$ cat config.mk
export PLATFORM = sky130hd
export DESIGN_NAME = cdb_arbiter_flat
export DESIGN_NICKNAME = d
export VERILOG_FILES = /design/src/fu_pkg.sv /design/src/fu_result_if.sv /design/src/cdb_arbiter.sv /design/src/flat_wrapper.sv
export SDC_FILE = /design/constraint.sdc
export NUM_CORES = 1
export LEC_CHECK = 0
export ABC_AREA = 1
export BUFFER_PORTS_ARGS = -buffer_cell sky130_fd_sc_hd__buf_2
export CORE_AREA = 2 2 113 115
export DETAILED_ROUTE_END_ITERATION = 10
export DIE_AREA = 0 0 115 117
export PLACE_DENSITY = 0.42
export SYNTH_ARGS = -nofsm -noshare
export SYNTH_HDL_FRONTEND = slang
export SYNTH_SLANG_ARGS = --single-unit
$ cat constraint.sdc
create_clock -name vclk -period 1.03
set_input_delay 0.1545 -clock vclk [all_inputs]
set_output_delay 0.1545 -clock vclk [all_outputs]
set_load 0.01 [all_outputs]
$ cat src/fu_pkg.sv
package fu_pkg;

  parameter int DEFAULT_MULT_STAGES = 8;
  parameter int DEFAULT_ROB_DEPTH   = 32;

  typedef logic [63:0] word_t;    // data word on operands and the CDB
  typedef logic [4:0]  rob_idx_t; // ROB entry tag
  typedef logic [2:0]  br_cond_t; // {invert, test select}

  // which unit an issue packet targets and the ready bit index
  typedef enum logic [1:0] {
    KIND_ALU  = 2'd0,
    KIND_MULT = 2'd1,
    KIND_BR   = 2'd2
  } fu_kind_t;

  typedef enum logic [3:0] {
    ADDQ   = 4'd0,
    SUBQ   = 4'd1,
    AND    = 4'd2,
    BIC    = 4'd3,
    BIS    = 4'd4,
    ORNOT  = 4'd5,
    XOR    = 4'd6,
    EQV    = 4'd7,
    SRL    = 4'd8,
    SLL    = 4'd9,
    SRA    = 4'd10,
    CMPULT = 4'd11,
    CMPEQ  = 4'd12,
    CMPULE = 4'd13,
    CMPLT  = 4'd14,
    CMPLE  = 4'd15
  } alu_func_t;

  // true when tag lies between the rollback point and the tail in ring order
  function automatic logic rob_younger(rob_idx_t tag, rob_idx_t rollback_idx,
                                       rob_idx_t tail, int unsigned depth);
    int unsigned tag_dist;
    int unsigned tail_dist;
    tag_dist  = (32'(tag) + depth - 32'(rollback_idx)) % depth;
    tail_dist = (32'(tail) + depth - 32'(rollback_idx)) % depth;
    return tag_dist <= tail_dist;
  endfunction

endpackage

$ cat src/fu_result_if.sv
`timescale 1ns/10ps

interface fu_result_if;
  logic             valid;
  logic             grant;
  fu_pkg::word_t    value;
  fu_pkg::rob_idx_t tag;
  logic             taken;  // branch unit only

  modport unit (
    output valid, value, tag, taken,
    input  grant
  );

  modport arbiter (
    input  valid, value, tag, taken,
    output grant
  );
endinterface

$ cat src/cdb_arbiter.sv
`timescale 1ns/10ps

module cdb_arbiter (
  input  logic             cdb_ready,
  fu_result_if.arbiter     mult_res,
  fu_result_if.arbiter     br_res,
  fu_result_if.arbiter     alu_res,
  output logic             cdb_valid,
  output fu_pkg::word_t    cdb_value,
  output fu_pkg::rob_idx_t cdb_tag,
  output logic             cdb_taken
);

  // fixed order of multiplier then branch then ALU
  assign mult_res.grant = cdb_ready && mult_res.valid;
  assign br_res.grant   = cdb_ready && br_res.valid && !mult_res.valid;
  assign alu_res.grant  = cdb_ready && alu_res.valid && !mult_res.valid && !br_res.valid;

  assign cdb_valid = mult_res.valid || br_res.valid || alu_res.valid;

  always_comb begin
    if (mult_res.valid) begin
      cdb_value = mult_res.value;
      cdb_tag   = mult_res.tag;
      cdb_taken = mult_res.taken;
    end else if (br_res.valid) begin
      cdb_value = br_res.value;
      cdb_tag   = br_res.tag;
      cdb_taken = br_res.taken;
    end else begin
      cdb_value = alu_res.value;  // also the idle value
      cdb_tag   = alu_res.tag;
      cdb_taken = alu_res.taken;
    end
  end

endmodule

$ cat src/flat_wrapper.sv
// flat-port wrapper written by rule: the top's interface ports become plain ports
module cdb_arbiter_flat 
  (cdb_ready, cdb_valid, cdb_value, cdb_tag, cdb_taken, mult_res_valid, mult_res_value, mult_res_tag, mult_res_taken, mult_res_grant, br_res_valid, br_res_value, br_res_tag, br_res_taken, br_res_grant, alu_res_valid, alu_res_value, alu_res_tag, alu_res_taken, alu_res_grant);
  fu_result_if mult_res_i ();
  fu_result_if br_res_i ();
  fu_result_if alu_res_i ();
  input  logic cdb_ready;
  output logic cdb_valid;
  output fu_pkg::word_t cdb_value;
  output fu_pkg::rob_idx_t cdb_tag;
  output logic cdb_taken;
  input wire logic [$bits(mult_res_i.valid)-1:0] mult_res_valid;
  input wire logic [$bits(mult_res_i.value)-1:0] mult_res_value;
  input wire logic [$bits(mult_res_i.tag)-1:0] mult_res_tag;
  input wire logic [$bits(mult_res_i.taken)-1:0] mult_res_taken;
  output wire logic [$bits(mult_res_i.grant)-1:0] mult_res_grant;
  input wire logic [$bits(br_res_i.valid)-1:0] br_res_valid;
  input wire logic [$bits(br_res_i.value)-1:0] br_res_value;
  input wire logic [$bits(br_res_i.tag)-1:0] br_res_tag;
  input wire logic [$bits(br_res_i.taken)-1:0] br_res_taken;
  output wire logic [$bits(br_res_i.grant)-1:0] br_res_grant;
  input wire logic [$bits(alu_res_i.valid)-1:0] alu_res_valid;
  input wire logic [$bits(alu_res_i.value)-1:0] alu_res_value;
  input wire logic [$bits(alu_res_i.tag)-1:0] alu_res_tag;
  input wire logic [$bits(alu_res_i.taken)-1:0] alu_res_taken;
  output wire logic [$bits(alu_res_i.grant)-1:0] alu_res_grant;
  assign mult_res_i.valid = mult_res_valid;
  assign mult_res_i.value = mult_res_value;
  assign mult_res_i.tag = mult_res_tag;
  assign mult_res_i.taken = mult_res_taken;
  assign mult_res_grant = mult_res_i.grant;
  assign br_res_i.valid = br_res_valid;
  assign br_res_i.value = br_res_value;
  assign br_res_i.tag = br_res_tag;
  assign br_res_i.taken = br_res_taken;
  assign br_res_grant = br_res_i.grant;
  assign alu_res_i.valid = alu_res_valid;
  assign alu_res_i.value = alu_res_value;
  assign alu_res_i.tag = alu_res_tag;
  assign alu_res_i.taken = alu_res_taken;
  assign alu_res_grant = alu_res_i.grant;
  cdb_arbiter u_core (.cdb_ready(cdb_ready), .mult_res(mult_res_i), .br_res(br_res_i), .alu_res(alu_res_i), .cdb_valid(cdb_valid), .cdb_value(cdb_value), .cdb_tag(cdb_tag), .cdb_taken(cdb_taken));
endmodule
-- Yosys cells after proc, flatten, opt, wreduce, memory -nomap -nowiden
Cells that the tools add are included.
- add/subtract/negate cells: 0
- multipliers: 0
- divide/modulo/power cells: 0
- $lt $le $gt $ge: 0
- equality and inequality tests: 0
- shifts and indexed selects: 0
- mux-type cells: 6
- bitwise gates (word level): 0
- reductions and logical operators: 10
- operators with widths (cell ; count):
    64-bit 2-to-1 mux ; 2
    5-bit 2-to-1 mux ; 2
    1-bit logical AND ; 6
    1-bit logical NOT ; 2
    1-bit logical OR ; 2
    1-bit 2-to-1 mux ; 2
- flip-flop bits (word level): 0
- latch bits: 0
- bits in writable memories: 0
- memory bits (read-only): 0
- input bits: 214
- output and inout port bits: 74
- logic and storage cells: 16
- memories kept: 0

-- Depth between registers and ports, before layout
Gate-level depths: netlist (run 1).
- word-level depth: 3
- gate-level depth with buffers: 5
- mapped depth without buffers: 3

-- Worst setup path after synthesis (run 1)
OpenSTA, ideal clock, no wires.
- kind: input to output
- start: input port br_res_valid
- end: output port cdb_tag[0]
- data arrival time: 0.804 ns
- data required time: 0.876 ns
- path slack: 0.072 ns
- cell stages on the path: 5
- path buffers: 2
- cells stage by stage: buf_2 > nor2_4 > buf_4 > nand2_1 > nand3_1
- longest elaborated chain between the ends: 2
- ends and longest elaborated chain (what ; line ; RTL):
    start: declaration ; flat_wrapper.sv:17 ; input wire logic [$bits(br_res_i.valid)-1:0] br_res_valid;
    5-bit 2-to-1 mux ; cdb_arbiter.sv:26 ; end else if (br_res.valid) begin
    5-bit 2-to-1 mux ; cdb_arbiter.sv:22 ; if (mult_res.valid) begin
    end: declaration ; flat_wrapper.sv:10 ; output fu_pkg::rob_idx_t cdb_tag;
No other way between the ends.

-- Worst setup path after layout (run 1)
- start: input port mult_res_valid
- end: output port alu_res_grant
- longest elaborated chain between the ends: 3
- ends and longest elaborated chain (what ; line ; RTL):
    start: declaration ; flat_wrapper.sv:12 ; input wire logic [$bits(mult_res_i.valid)-1:0] mult_res_valid;
    1-bit logical NOT ; cdb_arbiter.sv:17 ; assign alu_res.grant = cdb_ready && alu_res.valid && !mult_res.valid && !br_res.valid;
    1-bit logical AND (2 in series) ; cdb_arbiter.sv:17 ;
    end: declaration ; flat_wrapper.sv:26 ; output wire logic [$bits(alu_res_i.grant)-1:0] alu_res_grant;
No other way between the ends.

==> results of run 1 <==
synth_stat cells:
cell	count	share of area (%)
nor2_4	1	0.78
nor2_1	2	0.52
buf_4	8	4.2
inv_2	2	0.52
nand3_1	140	49
nand2_1	144	38
buf_2	22	7.6
inv_1	1	0.26
per-stage QoR:
step	std cells	power, mW	utilization (%)	hold WS (ns)
after floorplan	320	0.6015	-	0.4056
after global placement	744	1.393	25.24	0.5930
after detailed placement	744	1.387	25.24	0.5933
after CTS	753	1.548	27.51	0.5885
after global routing	763	2.200	35.34	0.6024
final	763	2.050	35.34	0.5844
layout make-up:
cell class | count | share of cell area (%)
Tap cell | 150 | 4.314
Timing Repair Buffer | 323 | 54.56
Multi-Input combinational cell | 287 | 40.87
Inverter | 3 | 0.2588
worst max path at each step:
stage | to | slack (ns) | depth (start not counted)
6_report | alu_res_grant | -0.16 | 7
4_1_cts | cdb_value[17] | -0.15 | 7
3_3_place_gp | cdb_value[22] | -0.16 | 5
3_5_place_dp | cdb_value[1] | -0.15 | 6
2_1_floorplan | cdb_tag[0] | 0.07 | 5
5_1_grt | alu_res_grant | -0.20 | 7
power groups by stage:
stage	clock, mW	combinational [mW]	sequential [mW]
global route	0	2.20	0
detailed placement	0	1.39	0
finish	0	2.05	0
CTS	0	1.55	0
global placement	0	1.39	0
floorplan	0	0.602	0
routing by layer:
layer	track usage, %	routed length (um)	vias up
li1	-	-	1663
met1	15.84	5084	1580
met2	25.53	6417	197
met3	0.9784	886	7
met4	0.9639	89	0
met5	0	0	-
cells in the final DEF (no fill, tap or decap), types with 2 or more instances in the layout:
master,instances
buf_6,47
clkbuf_16,9
nand3_2,43
nand3_1,97
nand2_2,10
buf_4,8
nand2_1,97
buf_8,3
nand2_4,37
nor2_1,2
buf_16,3
inv_2,2
buf_2,242
buf_12,11
cells by family (layout without fill, tap and decap cells):
logic type             count (synthesis)  after routing  share of synthesized area, %
buffers and inverters                 33            326                         12.59
AND/OR/NAND/NOR                      287            287                         87.41
repair_timing:
item                       CTS  global route
setup endpoints to repair   73            73
resized for setup           29           161
buffers inserted             5             1
pin swaps                    2             5
cloned                       4            11
==> summary.txt, run 1 <==
Synth
  • Syn_area_per_cell: about 4.5 um^2
  • Yosys warns: 0
  • Count of cell types in the netlist: 8
  • Post-synthesis cell area: ~1400 um^2
  • Register area share after synthesis: 0%
  • Syn Nets: roughly 530
  • Mapped Cells: 320

Floorplan
  • Die Width: around 120 um
  • Initial core utilization: a little under an eighth
  • Die Y: 117 um
  • Die area: between 10000 and 15000 um^2
  • Num ports: around 290
  • Core footprint: around 12000 um^2
  • FP Rows: 41

STA
  • Unrepaired setup endpoints after global routing: true
  • Final max-slew violation count: 0
  • Setup Total Neg Slack: -7.706 ns
  • Final worst path period need: between 1 and 1.5 ns
  • Final hold vios: 0
  • Final Cycle Share: 115.3%
  • FMAX: approximately 840 MHz
  • Final WS setup: -0.1574 ns
  • Rel. slew slack: between 80% and 90%
  • Worst Tran Pin Value: between 0.15 and 0.2 ns
  • Final setup vio count: 72

Worst setup path
  • Worst-path cell chain: buf_8 > nor2_4 > buf_6 > clkbuf_16 > nand2_2 > nor2_1 > buf_2
  • Top delay family on crit path: buffers and inverters
  • Worst-path maximum fanout: 5
  • Slowest stage delay, CP: 0.17 ns
  • WP buf/inv: 4
  • Critical path startpoint category: input pin
  • Crit path kind: in2out
  • Slowest-stage cell, CP: nor2_4
  • Worst path required time: around 0.9 ns
  • Setup crit start: mult_res_valid
  • Crit path DAT: 1.03 ns
  • Worst setup EP type: primary output

Routing
  • Avg WL per Cell: 16.35 um
  • Via density: approximately 4.5
  • Final ANT Viol Nets: 0
  • Via count: roughly 3400
  • Pre-antenna DRT Iters: 4
  • DR iter-0 viols: ~120
  • Post-route DRC: 0
  • Total length of routed wires: between 10000 and 15000 um

Worst hold path
  • Min-delay src: alu_res_value[12]
  • Hold EP: cdb_value[12]
  • Hold Path Depth: 4
  • Tightest Hold Check Type: in2out

Placed design
  • Port bufs: 288
  • Place WS: -0.1538 ns
  • Dpl cell area: roughly 3100 um^2
  • HPWL Detailed: roughly 7600 um
  • RD Place Congestion: roughly 0.86

Status
  • Violated checks: setup timing
  • Status: finished, violations left

GRT
  • Largest net degree at the start of global routing: 39
  • Initial antenna violation count: 0
  • Total track usage: between 10% and 20%
  • Vias in the first global route: 2868
  • Grt ovf: 0
  • First-pass GRT wire length: around 14000 um

Power and ir drop
  • Pwr dens: roughly 470 nW/um^2
  • Sw Share: approximately 47%
  • Maximum vdd ir drop: about 0.21 mV
  • Gate power share: 100.0%
  • Internal power: ~1.1 mW
  • Leak Pwr: between 2 and 3 nW
  • Clock share of power: 0%
  • Net Switching: around 960 uW
  • Flop pwr share: 0%

Final layout
  • Multi-input logic area: around 1800 um^2
  • Fillers: approximately 1300
  • Sequential Area: 0 um^2
  • Antenna cells: 0
  • Synth-to-Final Area Change: 201.8%
  • Clock buffers: 0
  • Nets: 829
  • Sequential cells: 0
  • Layout cell share with drive strength beyond 1: 67.86%
  • Post-layout instance area: around 4400 um^2

Clock tree
  • CTS Hold Bufs: 0

Job
  • Max-cap viol count: 0
Note: power is estimated with default switching activity, not from simulation.
==> run 2, diff against run 1 <==
==> constraint.sdc (replaced) <==
create_clock -name vclk -period 1.03
set_input_delay 0.206 -clock vclk [all_inputs]
set_output_delay 0.206 -clock vclk [all_outputs]
set_load 0.01 [all_outputs]
==> summary.txt, run 2 (same netlist as run 1, synthesis figures left out) <==
Final layout
  • Commonest non-fill, non-tap cells in the layout: 265 x buf_2, 122 x nand2_1, 121 x nand3_1
  • Post-layout instance area: 3675 um^2 (-16%)
  • Count of non-filler cells in the finished layout: 754 (-1.2%)
  • Nets: 820 (-1.1%)
  • Clock buffers: 0 (unchanged)
  • Final Util: 29.85% (-5.5 points)
  • Sequential Area: 0 um^2 (unchanged)
  • Antenna cells: 0 (unchanged)
  • Sequential cells: 0 (unchanged)
  • Most common cell after layout, fill and taps aside: buf_2
  • Synth-to-Final Area Change: 154.9%
  • Fillers: 1394 (+7.3%)
  • Layout cell share with drive strength beyond 1: 59.44% (-8.4 points)

STA
  • Hold_ws: 0.6880 ns (+0.1036 ns)
  • Rel. slew slack: 79.67% (-8.7 points)
  • Final WS setup: -0.2074 ns (-0.04999 ns)
  • Final setup vio count: 72 (unchanged)
  • Final Cycle Share: 120.1% (+4.9 points)
  • Unrepaired setup endpoints after global routing: true
  • Final worst path period need: 1.237 ns (+0.04999 ns)
  • Final max-slew violation count: 0 (unchanged)
  • FMAX: 808.1 MHz (-4.0%)
  • Worst Tran Pin Value: 0.3049 ns (+0.1302 ns)
  • Final hold vios: 0 (unchanged)
  • Setup Total Neg Slack: -11.81 ns (-4.102 ns)

GRT
  • Largest net degree at the start of global routing: 35 (-10%)
  • Gr busiest metal: met2
  • Met1 Use GR: 14.02% (-1.8 points)
  • Initial antenna violation count: 0 (unchanged)
  • Total track usage: 12.80% (-0.12 points)
  • Met3 usage: 1.854% (+0.88 points)
  • First-pass GRT wire length: 14200 um (+0.88%)
  • Met2 usage: 26.31% (+0.78 points)
  • Vias in the first global route: 3106 (+8.3%)
  • Grt ovf: 0 (unchanged)

Placed design
  • Place WS: -0.2208 ns (-0.06694 ns)
  • Dpl cell area: 3131 um^2 (+0.72%)
  • HPWL Detailed: 7835 um (+3.0%)
  • RD Place Congestion: 0.8788 (+2.3%)
  • Placed Instances: 747 (+0.40%)
  • Port bufs: 288 (unchanged)

Routing
  • Total length of routed wires: 10220 um (-18%)
  • Via count: 3306 (-4.1%)
  • Post-route DRC: 0 (unchanged)
  • Pre-antenna DRT Iters: 4 (unchanged)
  • DR iter-0 viols: 113 (-4.2%)
  • Final ANT Viol Nets: 0 (unchanged)
  • Avg WL per Cell: 13.56 um (-17%)
  • Via density: 4.385 (-2.9%)

Power and ir drop
  • Leak Pwr: 2.215 nW (-16%)
  • Tot Pwr: 1.671 mW (-18%)
  • Maximum vdd ir drop: 0.1901 mV (-7.8%)
  • Pwr dens: 454.7 nW/um^2 (-3.5%)

Worst setup path
  • Critical path startpoint category: input pin
  • Worst-path cell chain: buf_8 > nor2_4 > buf_6 > clkbuf_16 > nand2_1 > nand3_1 > buf_2
  • Setup crit start: mult_res_valid
  • Crit path DAT: 1.03 ns (about the same)
  • Slowest stage delay, CP: 0.18 ns (about the same)
  • Worst setup EP type: primary output
  • Slowest-stage cell, CP: clkbuf_16
  • Worst-path maximum fanout: 16 (+11)
  • Crit path kind: in2out
  • Worst path required time: 0.82 ns (-0.06 ns)

Floorplan
  • Num ports: 288 (unchanged)
  • Die area: 13460 um^2 (unchanged)
  • Die Width: 115 um (unchanged)
  • Initial core utilization: 11.71% (unchanged)
  • Die Y: 117 um (unchanged)
  • Core footprint: 12310 um^2 (unchanged)
  • FP Rows: 41 (unchanged)

Status
  • Violated checks: setup timing
  • Status: finished, violations left

Worst hold path
  • Hold Path Depth: 4 (unchanged)
  • Tightest Hold Check Type: in2out
  • Hold EP: cdb_value[13]
  • Min-delay src: alu_res_value[13]

Job
  • Max-cap viol count: 0 (unchanged)
[run 2: cell count changes in the layout (fill, tap and decap cells not counted), sizes merged]
cell,delta
buf,-1
clkbuf,-8
[run 2: power breakdown]
group | leakage, nW | internal, mW | switching [mW]
clock network | 0 | 0 | 0
logic | 2.21 | 0.869 | 0.802
registers | 0 | 0 | 0
total | 2.21 | 0.869 | 0.802
[run 2: repair_timing]
action / CTS / global route
buffers inserted: 3 / 0
hold buffers: 0 / 0
gates cloned: 3 / 1
resized for setup: 67 / 29
setup endpoints to repair: 73 / 73
pin swaps: 3 / 7
[run 2: area by class of cell]
type / instances / area (um^2) / share of cell area (%)
repair buffers: 314 / 1976 / 53.76
multi-input cells: 287 / 1498 / 40.76
well taps: 150 / 187.7 / 5.107
inverters: 3 / 13.76 / 0.3745
[run 2: routing by layer]
| metal | vias up | wire length (um) |
|---|---|---|
| met5 | - | 0 |
| met4 | 0 | 131 |
| met3 | 10 | 856 |
| met2 | 183 | 5469 |
| met1 | 1473 | 3765 |
| li1 | 1640 | - |
[run 2: worst max-delay path, delay by kind of cell]
kind / cells / cell delay [ns]
and+or+nand+nor: 3 / 0.24
buffers and inverters: 4 / 0.57
[run 2: how the worst max path moves through the flow]
| stage | endpoint | slack, ns |
|---|---|---|
| after floorplan | cdb_tag[0] | -0.008 |
| after global placement | cdb_value[6] | -0.23 |
| after detailed placement | cdb_value[6] | -0.22 |
| after CTS | cdb_value[26] | -0.22 |
| after global routing | cdb_value[29] | -0.27 |
| final | cdb_value[8] | -0.21 |
